### config.mk
export PLATFORM = sky130hd
export DESIGN_NAME = inpkt_top
export DESIGN_NICKNAME = d
export VERILOG_FILES = /design/src/hw/inpkt_pkg.sv /design/src/hw/inpkt_fifo.sv /design/src/hw/inpkt_header.sv /design/src/hw/inpkt_host_wb.sv /design/src/hw/inpkt_top.sv
export VERILOG_INCLUDE_DIRS = /design/src /design/src/hw
export SDC_FILE = /design/constraint.sdc
export NUM_CORES = 1
export LEC_CHECK = 0
export BUFFER_PORTS_ARGS = -buffer_cell sky130_fd_sc_hd__buf_2
export CAP_MARGIN = 20
export CORE_UTILIZATION = 55
export DETAILED_ROUTE_END_ITERATION = 16
export PLACE_DENSITY = 0.71
export SKIP_CTS_REPAIR_TIMING = 1
export SLEW_MARGIN = 5
export SYNTH_ARGS = -nofsm -noshare
export SYNTH_HDL_FRONTEND = slang
export SYNTH_SLANG_ARGS = --single-unit
### constraint.sdc
create_clock -name CLK -period 9.9 [get_ports CLK]
set_clock_uncertainty 0.05 [all_clocks]
set_input_delay 0.99 -clock CLK [delete_from_list [all_inputs] [get_ports CLK]]
set_output_delay 0.99 -clock CLK [all_outputs]
set_load 0.02 [all_outputs]
### src/hw/inpkt_defs.svh
`ifndef INPKT_DEFS_SVH
`define INPKT_DEFS_SVH

// the one packet version accepted
`define INPKT_VERSION 8'd2
// legal types are 1 .. INPKT_MAX_TYPE
`define INPKT_MAX_TYPE 15
`define INPKT_TYPE_BITS 4
// data length counter width, longer packets are rejected
`define INPKT_LEN_BITS 17

`define INPKT_IN_DEPTH 16
`define INPKT_OUT_DEPTH 16

// host register word addresses
`define INPKT_REG_STATUS 2'd0
`define INPKT_REG_DATA 2'd1
`define INPKT_REG_COUNT 2'd2
`define INPKT_REG_CTRL 2'd3

`endif

### src/hw/inpkt_pkg.sv
`include "inpkt_defs.svh"

package inpkt_pkg;

	// one state per header byte, then checksum and data phases
	typedef enum logic [3:0] {
		ST_VERSION,
		ST_TYPE,
		ST_RES0A,
		ST_RES0B,
		ST_LEN0,
		ST_LEN1,
		ST_LEN2,
		ST_RES1,
		ST_ID0,
		ST_ID1,
		ST_HDR_SUM,
		ST_DATA,
		ST_DATA_SUM,
		ST_ERROR
	} pkt_state_t;

	// output beat, 29 bits
	typedef struct packed {
		logic [15:0] id;
		logic [`INPKT_TYPE_BITS-1:0] ptype;
		logic last;
		logic [7:0] data;
	} pkt_beat_t;

endpackage

### src/hw/inpkt_fifo.sv
`timescale 1ns/1ns

// first-word-fall-through queue, head entry always on pop_data
module inpkt_fifo #(
	parameter type payload_t = logic [7:0],
	parameter int DEPTH = 16
) (
	input logic CLK,
	input logic reset,
	input logic flush,
	input logic push,
	input payload_t push_data,
	input logic pop,
	output payload_t pop_data,
	output logic empty,
	output logic full
);
	localparam int PTR_BITS = (DEPTH > 1) ? $clog2(DEPTH) : 1;
	localparam int CNT_BITS = $clog2(DEPTH + 1);

	payload_t mem [DEPTH];
	logic [PTR_BITS-1:0] wr_ptr;
	logic [PTR_BITS-1:0] rd_ptr;
	logic [CNT_BITS-1:0] count;
	logic do_push;
	logic do_pop;

	// pointer wrap, also for depths that are not a power of two
	function automatic logic [PTR_BITS-1:0] next_ptr(input logic [PTR_BITS-1:0] p);
		return (p == PTR_BITS'(DEPTH - 1)) ? '0 : p + 1'b1;
	endfunction

	assign empty = (count == '0);
	assign full = (count == CNT_BITS'(DEPTH));
	// push on full and pop on empty are ignored
	assign do_push = push && !full;
	assign do_pop = pop && !empty;
	assign pop_data = mem[rd_ptr];

	always_ff @(posedge CLK) begin
		if (do_push)
			mem[wr_ptr] <= push_data;
	end

	always_ff @(posedge CLK) begin
		if (reset || flush) begin
			wr_ptr <= '0;
			rd_ptr <= '0;
			count <= '0;
		end else begin
			if (do_push)
				wr_ptr <= next_ptr(wr_ptr);
			if (do_pop)
				rd_ptr <= next_ptr(rd_ptr);
			// simultaneous push and pop leave the count alone
			case ({do_push, do_pop})
				2'b10: count <= count + 1'b1;
				2'b01: count <= count - 1'b1;
				default: count <= count;
			endcase
		end
	end

endmodule

### src/hw/inpkt_header.sv
`timescale 1ns/1ns
`include "inpkt_defs.svh"

// byte-serial packet parser
// header (10 bytes), header checksum, data, data checksum
module inpkt_header
	import inpkt_pkg::*;
#(
	parameter bit CHECK_SUM = 1'b1
) (
	input logic CLK,
	input logic reset,
	input logic restart,
	input logic [7:0] q_data,
	input logic q_empty,
	input logic out_full,
	output logic take,
	output logic beat_push,
	output pkt_beat_t beat,
	output logic pkt_good,
	output logic err_version,
	output logic err_type,
	output logic err_len,
	output logic err_checksum
);
	pkt_state_t state;
	logic [`INPKT_TYPE_BITS-1:0] ptype;
	logic [15:0] id;
	logic [15:0] len_lo;
	// data bytes left after the current one
	logic [`INPKT_LEN_BITS-1:0] remaining;
	// running sum and byte lane inside the current word
	logic [31:0] sum;
	logic [1:0] bidx;
	// checksum field assembly, the top byte comes straight from q_data
	logic [1:0] cidx;
	logic [23:0] recv;
	logic [31:0] sum_next;
	logic [31:0] sum_field;
	logic [23:0] len_in;
	logic sum_bad;
	logic chk_fail;
	logic last_byte;

	// stall on empty input, full output or a stopped parser
	assign take = !q_empty && !out_full && !restart && (state != ST_ERROR);
	assign last_byte = (remaining == '0);
	assign beat_push = take && (state == ST_DATA);
	assign beat = '{id: id, ptype: ptype, last: last_byte, data: q_data};

	// word sum is the same as each byte added at its lane offset
	assign sum_next = sum + ({24'b0, q_data} << {bidx, 3'b000});
	assign sum_field = {q_data, recv};
	assign sum_bad = CHECK_SUM && (sum_field != ~sum);
	assign len_in = {q_data, len_lo};

	always_ff @(posedge CLK) begin
		if (reset || restart) begin
			state <= ST_VERSION;
			sum <= '0;
			bidx <= '0;
			cidx <= '0;
			chk_fail <= 1'b0;
			pkt_good <= 1'b0;
			err_version <= 1'b0;
			err_type <= 1'b0;
			err_len <= 1'b0;
			err_checksum <= 1'b0;
		end else begin
			pkt_good <= 1'b0;
			chk_fail <= 1'b0;
			// mismatch found on the previous edge
			if (chk_fail)
				err_checksum <= 1'b1;

			if (take) begin
				// header and data bytes go into the sum, checksum fields do not
				if (state != ST_VERSION && state != ST_HDR_SUM && state != ST_DATA_SUM) begin
					sum <= sum_next;
					bidx <= bidx + 1'b1;
				end

				case (state)
					ST_VERSION: begin
						// zero bytes between packets are skipped
						if (q_data != 8'd0) begin
							sum <= {24'b0, q_data};
							bidx <= 2'd1;
							if (q_data != `INPKT_VERSION) begin
								err_version <= 1'b1;
								state <= ST_ERROR;
							end else begin
								state <= ST_TYPE;
							end
						end
					end
					ST_TYPE: begin
						if (q_data == 8'd0 || q_data > 8'(`INPKT_MAX_TYPE)) begin
							err_type <= 1'b1;
							state <= ST_ERROR;
						end else begin
							ptype <= q_data[`INPKT_TYPE_BITS-1:0];
							state <= ST_RES0A;
						end
					end
					ST_RES0A: state <= ST_RES0B;
					ST_RES0B: state <= ST_LEN0;
					ST_LEN0: begin
						len_lo[7:0] <= q_data;
						state <= ST_LEN1;
					end
					ST_LEN1: begin
						len_lo[15:8] <= q_data;
						state <= ST_LEN2;
					end
					ST_LEN2: begin
						remaining <= len_in[`INPKT_LEN_BITS-1:0] - 1'b1;
						// zero length or too wide for the counter
						if (len_in[23:`INPKT_LEN_BITS] != '0 ||
							len_in[`INPKT_LEN_BITS-1:0] == '0) begin
							err_len <= 1'b1;
							state <= ST_ERROR;
						end else begin
							state <= ST_RES1;
						end
					end
					ST_RES1: state <= ST_ID0;
					ST_ID0: begin
						id[7:0] <= q_data;
						state <= ST_ID1;
					end
					ST_ID1: begin
						id[15:8] <= q_data;
						state <= ST_HDR_SUM;
					end
					ST_DATA: begin
						if (last_byte)
							state <= ST_DATA_SUM;
						else
							remaining <= remaining - 1'b1;
					end
					ST_HDR_SUM, ST_DATA_SUM: begin
						if (cidx != 2'd3)
							recv[{cidx, 3'b000} +: 8] <= q_data;
						cidx <= cidx + 1'b1;
						if (cidx == 2'd3) begin
							// data sum starts fresh on a word boundary
							sum <= '0;
							bidx <= '0;
							if (sum_bad) begin
								chk_fail <= 1'b1;
								state <= ST_ERROR;
							end else if (state == ST_HDR_SUM) begin
								state <= ST_DATA;
							end else begin
								pkt_good <= 1'b1;
								state <= ST_VERSION;
							end
						end
					end
					default: state <= ST_ERROR;
				endcase
			end
		end
	end

endmodule

### src/hw/inpkt_host_wb.sv
`timescale 1ns/1ns
`include "inpkt_defs.svh"

// wishbone classic register slave
// status, beat read-out, good packet count, control
module inpkt_host_wb
	import inpkt_pkg::*;
(
	input logic CLK,
	input logic reset,
	input logic wb_cyc,
	input logic wb_stb,
	input logic wb_we,
	input logic [1:0] wb_adr,
	input logic [31:0] wb_wdata,
	output logic [31:0] wb_rdata,
	output logic wb_ack,
	input pkt_beat_t beat,
	input logic beat_empty,
	output logic beat_pop,
	input logic in_full,
	input logic pkt_good,
	input logic err_version,
	input logic err_type,
	input logic err_len,
	input logic err_checksum,
	output logic restart
);
	logic access;
	logic [31:0] count;
	logic [31:0] status;
	logic [31:0] read_value;

	// new request, one per ack
	assign access = wb_cyc && wb_stb && !wb_ack;

	// beat leaves the queue at the edge that latches it into wb_rdata
	assign beat_pop = access && !wb_we && (wb_adr == `INPKT_REG_DATA) && !beat_empty;
	assign restart = access && wb_we && (wb_adr == `INPKT_REG_CTRL) && wb_wdata[0];

	assign status = {26'b0, in_full, !beat_empty,
		err_checksum, err_len, err_type, err_version};

	always_comb begin
		read_value = '0;
		case (wb_adr)
			`INPKT_REG_STATUS: read_value = status;
			`INPKT_REG_DATA: begin
				// bit 31 marks a valid beat, empty queue reads as zero
				if (!beat_empty)
					read_value = {1'b1, 2'b00, beat};
			end
			`INPKT_REG_COUNT: read_value = count;
			default: read_value = '0;
		endcase
	end

	always_ff @(posedge CLK) begin
		if (reset) begin
			wb_ack <= 1'b0;
			wb_rdata <= '0;
			count <= '0;
		end else begin
			wb_ack <= access;
			if (access && !wb_we)
				wb_rdata <= read_value;
			// wraps, kept across restart
			if (pkt_good)
				count <= count + 1'b1;
		end
	end

endmodule

### src/hw/inpkt_top.sv
`timescale 1ns/1ns
`include "inpkt_defs.svh"

// byte input -> input queue -> parser -> beat queue -> host slave
module inpkt_top
	import inpkt_pkg::*;
#(
	parameter bit CHECK_SUM = 1'b1
) (
	input logic CLK,
	input logic reset,
	input logic [7:0] din,
	input logic wr_en,
	output logic full,
	input logic wb_cyc,
	input logic wb_stb,
	input logic wb_we,
	input logic [1:0] wb_adr,
	input logic [31:0] wb_wdata,
	output logic [31:0] wb_rdata,
	output logic wb_ack
);
	logic [7:0] q_data;
	logic q_empty;
	logic take;
	logic out_full;
	logic beat_push;
	pkt_beat_t beat_in;
	pkt_beat_t beat_out;
	logic beat_empty;
	logic beat_pop;
	logic pkt_good;
	logic err_version;
	logic err_type;
	logic err_len;
	logic err_checksum;
	logic restart;

	// restart drops whatever is still waiting in the input queue
	inpkt_fifo #(.payload_t(logic [7:0]), .DEPTH(`INPKT_IN_DEPTH)) in_q (
		.CLK(CLK), .reset(reset), .flush(restart),
		.push(wr_en), .push_data(din),
		.pop(take), .pop_data(q_data),
		.empty(q_empty), .full(full)
	);

	inpkt_header #(.CHECK_SUM(CHECK_SUM)) parser (
		.CLK(CLK), .reset(reset), .restart(restart),
		.q_data(q_data), .q_empty(q_empty), .out_full(out_full),
		.take(take), .beat_push(beat_push), .beat(beat_in), .pkt_good(pkt_good),
		.err_version(err_version), .err_type(err_type),
		.err_len(err_len), .err_checksum(err_checksum)
	);

	// beats already parsed survive a restart
	inpkt_fifo #(.payload_t(pkt_beat_t), .DEPTH(`INPKT_OUT_DEPTH)) out_q (
		.CLK(CLK), .reset(reset), .flush(1'b0),
		.push(beat_push), .push_data(beat_in),
		.pop(beat_pop), .pop_data(beat_out),
		.empty(beat_empty), .full(out_full)
	);

	inpkt_host_wb host (
		.CLK(CLK), .reset(reset),
		.wb_cyc(wb_cyc), .wb_stb(wb_stb), .wb_we(wb_we),
		.wb_adr(wb_adr), .wb_wdata(wb_wdata), .wb_rdata(wb_rdata), .wb_ack(wb_ack),
		.beat(beat_out), .beat_empty(beat_empty), .beat_pop(beat_pop),
		.in_full(full), .pkt_good(pkt_good),
		.err_version(err_version), .err_type(err_type),
		.err_len(err_len), .err_checksum(err_checksum),
		.restart(restart)
	);

endmodule

==> impl_metrics.json, run 1 <==
{
  "multi_input_area_sq_um": 11100,
  "cts_root_buffer": "clkbuf_16",
  "clock-sinks": 814,
  "cp-start-kind": "flip-flop",
  "grt_start_max_net_pins": 83,
  "ff_latch_area_sq_um": 23000,
  "seq_area_frac_synth_pct": 66.3,
  "initial_core_util_pct": 55.9,
  "max_freq_mhz": 181,
  "io_buffers": 50,
  "drive_above_1_share_pct": 16.2,
  "maxSlewViolCount": 0,
  "final_nets": 2469,
  "mostFrequentLayoutCell": "edfxtp_1",
  "drc_errors": 0,
  "synth_warnings": 0,
  "setup_slack_ns": 4.38,
  "power_density_nw_per_um2": 223,
  "fillers": 4438,
  "via_count": 20000,
  "grt_overflow_total": 0,
  "ys_seq_elements": 814,
  "synth_edf_count": 669,
  "leakagePower_nw": 12.7,
  "place_area_sq_um": 35900,
  "hold_class": "flip-flop to flip-flop",
  "fin_crit_sh_pct": 55.7,
  "cp.arrival_ns": 5.99,
  "rsz0062_at_grt": "false",
  "row_count": 91,
  "cts_made_buffers": 82,
  "die_width_microns": 253,
  "vias_per_cell": 6.12,
  "htree_levels": 3,
  "coreArea_sq_um": 62100,
  "async_reset_ff_share_pct": 0,
  "synth_top_area_cell": "edfxtp_1",
  "antenna_left": 0,
  "die_h_microns": 253,
  "drv_cap": 0,
  "wl_per_cell_microns": 23.4,
  "hold_viol": 0,
  "utilization_pct": 62.2,
  "clk_pin_slew_ns": 0.06,
  "drt_iter0_drc": 1704,
  "critPathMaxFanout": 39,
  "syn-cell-area_sq_um": 34700,
  "syn_inst": 2302,
  "stdcell_area_sq_um": 38600,
  "cts_buffer_depth": 3,
  "max_slew_margin_pct": 32.8,
  "io_pins": 82,
  "worst_pin_slew_ns": 1.00,
  "outcome": "finished clean",
  "synth_cell_types": 79,
  "antenna_found_initial": 1,
  "preCtsSetupSlack_ns": 4.39,
  "synth_area_leaders": "edfxtp_1 58%, mux4_2 8.5%, dfxtp_1 8.4%",
  "dpl.hpwl_microns": 46400,
  "place_congestion": 0.831,
  "synth_area_per_cell_sq_um": 15.1,
  "area_delta_synth_final_pct": 11.2,
  "min_period_ns": 5.52,
  "synth.top_cell.area_share_pct": 57.9,
  "worstPathRequired_ns": 10.38,
  "detail_route.first_pass.iterations": 6,
  "critPathCaptureType": "flip-flop",
  "grt_pass1_vias": 20200,
  "finalSetupTns_ns": 0,
  "syn_nets": 2409,
  "final_cell_mix": "669 x edfxtp_1, 233 x nor2_1, 140 x dfxtp_1, 131 x mux4_2, 104 x a21oi_1",
  "ir_worst_vdd_mv": 0.152,
  "cts_tree": "built",
  "synth_flop_cell": "edfxtp_1",
  "routed_wl_microns": 76600,
  "grtUsageTotal_pct": 24.4,
  "grt_pass1_wl_microns": 118000,
  "die_area_sq_um": 64100,
  "worstSetupPathType": "flip-flop to flip-flop",
  "holdCritStartpoint": "parser.chk_fail$_SDFF_PP0_",
  "final-setup-viol-count": 0,
  "insertion_delay_ns": 0.64
}
[critical path, stage by stage, from the launching register on]
cell and delay (ns):
dfxtp_2 0.31, buf_4 0.52, mux4_1 0.63, mux2i_1 0.45, mux2_2 0.50, nor2_1 0.10
ha_1 0.24, fa_1 0.42, a21oi_1 0.30, nor3_1 0.12, o31ai_1 0.46, a21o_1 0.24
a21oi_1 0.15, o2111ai_1 0.25, a21oi_1 0.11, or3_1 0.31, a32o_1 0.24
[registers in the layout (all words and copies together), names as in the netlist, 5 cells and up, named ones only]
| name | count |
|---|---|
| out_q.mem | 464 |
| in_q.mem | 128 |
| parser.remaining | 17 |
| parser.recv | 24 |
| out_q.count | 5 |
| parser.id | 16 |
| parser.len_lo | 16 |
| host.count | 32 |
| in_q.count | 5 |
| host.wb_rdata | 32 |
| parser.sum | 32 |
[metrics by stage]
stage | std cells | total power, mW | hold WS, ns
6_report | 3269 | 8.60 | 0.392
5_1_grt | 3269 | 8.92 | 0.426
4_1_cts | 3264 | 8.63 | 0.392
3_5_place_dp | 3111 | 5.59 | 0.377
3_3_place_gp | 3111 | 5.54 | 0.373
2_1_floorplan | 2302 | 5.16 | 0.361
[per-layer routing]
layer | share of wire (%) | track usage [%]
met3 | 5.6 | 3.26
met1 | 40 | 31.8
met4 | 3.5 | 10.0
met2 | 50 | 41.5
met5 | 0 | 0
[cell families after synthesis]
logic type | count (synthesis) | share of synthesized area [%]
DFF | 814 | 66.3
and+or+nand+nor | 553 | 7.48
AOI/OAI and AO/OA | 364 | 7.02
muxes | 240 | 12.2
buffers and inverters | 158 | 1.98
xor gates and xnor gates | 114 | 2.88
adders and majority gates | 59 | 2.19
[area by class of cell]
cell class / count / area share (%)
Antenna cell: 1 / 0.00649
Inverter: 42 / 0.409
Tap cell: 837 / 2.71
Multi-Input combinational cell: 1330 / 28.9
Sequential cell: 814 / 59.6
Timing Repair Buffer: 92 / 1.49
Clock buffer: 113 / 5.86
Clock inverter: 40 / 1.02
[synth_stat cells, types with 6 or more instances]
cell type,instances
nor3_1,41
xor2_1,51
mux4_2,131
mux4_1,10
and3_1,13
o221ai_1,9
nand3_1,29
edfxtp_1,669
or3_1,15
and2_1,10
nand2b_1,17
buf_2,6
a211oi_1,29
xnor2_1,63
a21oi_1,105
a31oi_1,7
inv_1,39
clkbuf_1,73
ha_1,56
a22o_1,27
or2_2,6
o21ai_0,47
nor4_1,16
o22ai_1,7
o211ai_1,9
buf_1,25
nor2_1,245
mux2_2,10
a21o_1,28
nand2_1,86
nand4_1,18
o21ai_1,12
mux2i_1,88
dfxtp_1,145
nor2b_1,31
a22oi_1,42
[worst paths after layout]
kind,slack (ns),cells after the start,end
max reg2reg,4.38,16,parser.sum[30]$_SDFFE_PP0P_
min reg2reg,0.39,2,parser.err_checksum$_SDFFE_PP0P_
max,4.38,16,parser.sum[30]$_SDFFE_PP0P_
min,0.39,2,parser.err_checksum$_SDFFE_PP0P_
[power by group]
group	internal [mW]	switching, mW
Clock	1.77	1.30
Combinational	0.488	1.02
Sequential	3.93	0.101
Total	6.19	2.42
No activity file was read; power rests on OpenSTA's default activity.
==> inputs of run 2 (changes only) <==
PLACE_DENSITY = 0.74   (was 0.71)
clock period = 4.6 ns   (was 9.9 ns; I/O delays follow)
==> impl_metrics.json, run 2 (same netlist as run 1, synthesis figures left out) <==
{
  "rrSetupSlack_ns": 0.24,
  "io_pins": 82,
  "die_h_microns": 253,
  "dpl.hpwl_microns": 50600,
  "insertion_delay_ns": 0.63,
  "cp_cell_sequence": "mux4_1 > mux2i_1 > buf_4 > mux2_2 > nor2_1 > ha_1 > fa_1 > a21oi_2 > nor3_1 > o31ai_1 > buf_4 > a21o_1 > a21oi_1 > o2111ai_1 > a21oi_1 > or3_1 > a32o_1",
  "clk_pin_slew_ns": 0.06,
  "hold_class": "input port to flip-flop",
  "detail_route.first_pass.iterations": 8,
  "finalSetupTns_ns": 0,
  "routed_wl_microns": 81800,
  "ir_worst_vdd_mv": 0.357,
  "worst_pin_slew_ns": 1.15,
  "die_width_microns": 253,
  "grt_pass1_vias": 20300,
  "worstSetupPathType": "flip-flop to flip-flop",
  "cp.arrival_ns": 4.81,
  "cp_slowest_cell": "mux4_1",
  "antenna_left": 0,
  "initial_core_util_pct": 55.9,
  "drive_above_1_share_pct": 17.9,
  "vias_per_cell": 6.26,
  "drt_iter0_drc": 2100,
  "io_buffers": 50,
  "final_nets": 2521,
  "antenna_found_initial": 1,
  "cp-start-kind": "flip-flop",
  "grt_overflow_total": 0,
  "final-setup-viol-count": 0,
  "coreArea_sq_um": 62100,
  "die_area_sq_um": 64100,
  "outcome": "finished clean",
  "place_congestion": 0.898,
  "final_cell_mix": "669 x edfxtp_1, 233 x nor2_1, 140 x dfxtp_1, 131 x mux4_2, 103 x a21oi_1",
  "crit_family": "compound AO/OA/AOI/OAI gates",
  "largest_register_ffs": 464,
  "r2r_end": "parser.sum[30]$_SDFFE_PP0P_",
  "critPathCaptureType": "flip-flop",
  "min_period_ns": 4.36,
  "cts_buffer_depth": 3,
  "path_depth": 17,
  "maxSlewViolCount": 0,
  "clock-sinks": 814,
  "fillers": 4358,
  "grtUsageTotal_pct": 25.9,
  "mostFrequentLayoutCell": "edfxtp_1",
  "critPathMaxFanout": 7,
  "finalNonFillerCells": 3314,
  "multi_input_area_sq_um": 11100,
  "path_buf_inv": 2,
  "leakagePower_nw": 13.0,
  "slowest_delay_ns": 0.58,
  "area_delta_synth_final_pct": 12.5,
  "max_slew_margin_pct": 23.0,
  "crit_end": "parser.sum[30]$_SDFFE_PP0P_",
  "htree_levels": 3,
  "hold_viol": 0,
  "rsz0062_at_grt": "false",
  "reg2regPathDepth": 17,
  "row_count": 91,
  "fin_crit_sh_pct": 94.7,
  "cts_root_buffer": "clkbuf_16",
  "via_count": 20700,
  "max_freq_mhz": 229,
  "dp_cells": 3168,
  "cts_tree": "built",
  "wl_per_cell_microns": 24.7,
  "power_density_nw_per_um2": 478,
  "worstPathRequired_ns": 5.05,
  "biggestRegsByFlops": "out_q.mem (464), in_q.mem (128)",
  "ff_latch_area_sq_um": 23000,
  "drc_errors": 0,
  "grt_start_max_net_pins": 63,
  "grt_pass1_wl_microns": 123000,
  "drv_cap": 0,
  "cts_made_buffers": 79,
  "top_register": "out_q.mem"
}
==> run 2: cell types whose count changed in the layout (fill, tap and decap cells not counted), sizes merged <==
cell	before	now
clkinvlp	1	0
bufinv	6	4
buf	91	147
clkinv	30	32
inv	45	44
clkbuf	114	105
==> run 2: worst min-delay path by stage <==
stage,from,to,slack (ns),cells past startpoint
after floorplan,parser.chk_fail$_SDFF_PP0_,parser.err_checksum$_SDFFE_PP0P_,0.36,2
after global placement,parser.chk_fail$_SDFF_PP0_,parser.err_checksum$_SDFFE_PP0P_,0.38,2
after detailed placement,parser.chk_fail$_SDFF_PP0_,parser.err_checksum$_SDFFE_PP0P_,0.41,2
after CTS,wb_cyc,host.wb_ack$_SDFF_PP0_,0.1,3
after global routing,wb_stb,host.wb_ack$_SDFF_PP0_,0.14,3
final,wb_cyc,host.wb_ack$_SDFF_PP0_,0.12,3
==> run 2: routing by layer <==
layer | vias up | share of wire (%) | track usage [%]
met4 | 0 | 3.0 | 9.44
met1 | 10500 | 43 | 37.8
met5 | - | 0 | 0
met2 | 953 | 46 | 40.1
met3 | 134 | 7.8 | 3.55
li1 | 9143 | - | -
==> run 2: cell type report <==
cell class	instances	area share, %
flip-flops and latches	814	58.9
multi-input cells	1330	28.6
clock buffers	105	5.61
repair buffers	147	2.93
well taps	837	2.68
clock inverters	38	0.859
inverters	42	0.404
diodes	1	0.00641
==> run 2: power breakdown <==
group | internal, mW | total, mW | switching (mW)
clock | 3.59 | 6.32 | 2.73
combinational | 1.27 | 3.66 | 2.39
sequential | 8.46 | 8.67 | 0.215
total | 13.3 | 18.7 | 5.34
==> run 2: worst reg2reg max path: cells and delay by family (launching register included) <==
family,cells,cell delay (ns)
AOI/OAI and AO/OA,7,1.34
DFF,1,0.43
adders and majority gates,2,0.62
buffers and inverters,2,0.33
muxes,3,0.99
and+or+nand+nor,3,0.47
==> run 2: through the flow <==
stage / utilization [%] / area (sq um) / hold WS [ns] / power [mW] / worst slack, ns
floorplan: - / 34700 / 0.361 / 11.1 / 0.384
CTS: 62.8 / 39000 / 0.0986 / 18.7 / 0.103
finish: 62.9 / 39000 / 0.117 / 18.7 / 0.242
detailed placement: 58.8 / 36500 / 0.405 / 12.4 / 0.177
global route: 62.9 / 39000 / 0.136 / 19.3 / 0.0474
global placement: 58.8 / 36500 / 0.378 / 12.3 / 0.176
==> inputs of run 3 (changes only) <==
PLACE_DENSITY = 0.86   (was 0.74)
==> impl_metrics.json, run 3 (same netlist as run 1, synthesis figures left out) <==
{
  "grt_pass1_wl_microns": 130000,
  "cts_buffer_depth": 3,
  "ir_worst_vdd_mv": 0.480,
  "antenna_found_initial": 1,
  "row_count": 91,
  "grt_overflow_total": 0,
  "drc_errors": 0,
  "leakagePower_nw": 12.9,
  "worst_pin_slew_ns": 1.11,
  "hold_viol": 0,
  "power_density_nw_per_um2": 478,
  "largest_register_ffs": 464,
  "max_slew_margin_pct": 25.9,
  "antenna_left": 0,
  "place_congestion": 0.880,
  "insertion_delay_ns": 0.64,
  "vias_per_cell": 6.55,
  "hold_class": "input port to flip-flop",
  "fin_crit_sh_pct": 97.2,
  "clockPowerShare_pct": 34.3,
  "min_period_ns": 4.47,
  "drive_above_1_share_pct": 18.1,
  "critPathMaxFanout": 25,
  "setup_slack_ns": 0.128,
  "cp.arrival_ns": 4.94,
  "fillers": 4140,
  "drt_iter0_drc": 2636,
  "worstPathRequired_ns": 5.06,
  "maxSlewViolCount": 0,
  "rsz0062_at_grt": "false",
  "htree_levels": 3,
  "max_freq_mhz": 224,
  "ff_latch_area_sq_um": 23000,
  "seqPwrFrac_pct": 46.8,
  "cts_root_buffer": "clkbuf_16",
  "dpl.hpwl_microns": 50600,
  "intPower_mw": 13.2,
  "die_width_microns": 253,
  "cts_tree": "built",
  "holdCritStartpoint": "wb_stb",
  "die_h_microns": 253,
  "antennaDiodeCount": 0,
  "detail_route.first_pass.iterations": 6,
  "stdcell_area_sq_um": 38900,
  "power.switching_mw": 5.38,
  "grt_pass1_vias": 21800,
  "worstSetupPathType": "flip-flop to flip-flop",
  "final_cell_mix": "669 x edfxtp_1, 233 x nor2_1, 140 x dfxtp_1, 131 x mux4_2, 104 x a21oi_1",
  "grtUsageTotal_pct": 27.4,
  "die_area_sq_um": 64100,
  "final-setup-viol-count": 0,
  "io_pins": 82,
  "holdWs_ns": 0.102,
  "drv_cap": 0,
  "clock-sinks": 814,
  "top_register": "out_q.mem",
  "via_count": 21600,
  "clk_pin_slew_ns": 0.07,
  "multi_input_area_sq_um": 11200,
  "grt_start_max_net_pins": 80,
  "cts_made_buffers": 77,
  "outcome": "finished clean",
  "pwr-share-comb_pct": 18.9,
  "place_area_sq_um": 36300,
  "finalSetupTns_ns": 0,
  "routed_wl_microns": 87700,
  "sw_frac_of_total_pct": 28.9,
  "initial_core_util_pct": 55.9,
  "wl_per_cell_microns": 26.6,
  "cp-start-kind": "flip-flop",
  "coreArea_sq_um": 62100,
  "mostFrequentLayoutCell": "edfxtp_1",
  "io_buffers": 50,
  "critPathCaptureType": "flip-flop",
  "biggestRegsByFlops": "out_q.mem (464), in_q.mem (128)",
  "final_nets": 2508,
  "preCtsSetupSlack_ns": 0.0446,
  "area_delta_synth_final_pct": 12.1
}
-- run 3: cell count changes in the layout (fill, tap and decap cells not counted), sizes merged --
cell	previous run	this run
inv	44	45
bufinv	4	6
clkbuf	105	99
buf	147	136
clkinvlp	0	4
diode	1	0
clkinv	32	30
-- run 3: final cells by class --
type	count	share of cell area, %
tap	837	2.69
clock inverter	43	1.15
sequential	814	59.2
inverter	42	0.405
clock buffer	99	5.27
timing repair buffer	136	2.61
multi-input combinational	1330	28.7
-- run 3: through the flow --
step	instances	power (mW)	utilization (%)
finish	3301	18.6	62.7
global route	3301	19.2	62.7
floorplan	2302	11.1	-
global placement	3157	12.1	58.6
CTS	3299	18.5	62.6
detailed placement	3157	12.3	58.6
-- run 3: final timing paths --
path	slack (ns)	to	cells past startpoint
setup / recovery	0.13	parser.sum[29]$_SDFFE_PP0P_	17
hold / removal	0.10	host.wb_ack$_SDFF_PP0_	3
setup reg to reg	0.13	parser.sum[29]$_SDFFE_PP0P_	17
hold reg to reg	0.40	parser.err_checksum$_SDFFE_PP0P_	2
-- run 3: metal layers --
| layer | track usage (%) | up-vias | part of all wire [%] |
|---|---|---|---|
| met1 | 32.3 | 10700 | 34 |
| met3 | 5.30 | 294 | 9.2 |
| met5 | 0 | - | 0 |
| met2 | 48.0 | 1495 | 51 |
| met4 | 13.3 | 0 | 5.1 |
| li1 | - | 9097 | - |
-- run 3: worst max-delay path, cell delays in order, from the launching register on --
cell and delay [ns]:
dfxtp_4 0.46, buf_12 0.25, mux4_1 0.65, o21ai_1 0.22
mux2_2 0.26, nor2_1 0.07, ha_1 0.32, o211ai_1 0.12
o211ai_1 0.32, a211oi_2 0.15, nor4_2 0.33, buf_4 0.19
o211ai_1 0.11, buf_4 0.17, o21bai_1 0.17, nand3_1 0.12
mux2i_1 0.13, a221o_1 0.25
-- run 3: power by group through the flow --
stage	clock network, mW	registers, mW	logic [mW]
global placement	0	8.82	3.27
detailed placement	0	8.85	3.41
floorplan	0	8.72	2.37
global route	6.69	8.72	3.76
CTS	6.39	8.69	3.45
finish	6.38	8.70	3.52
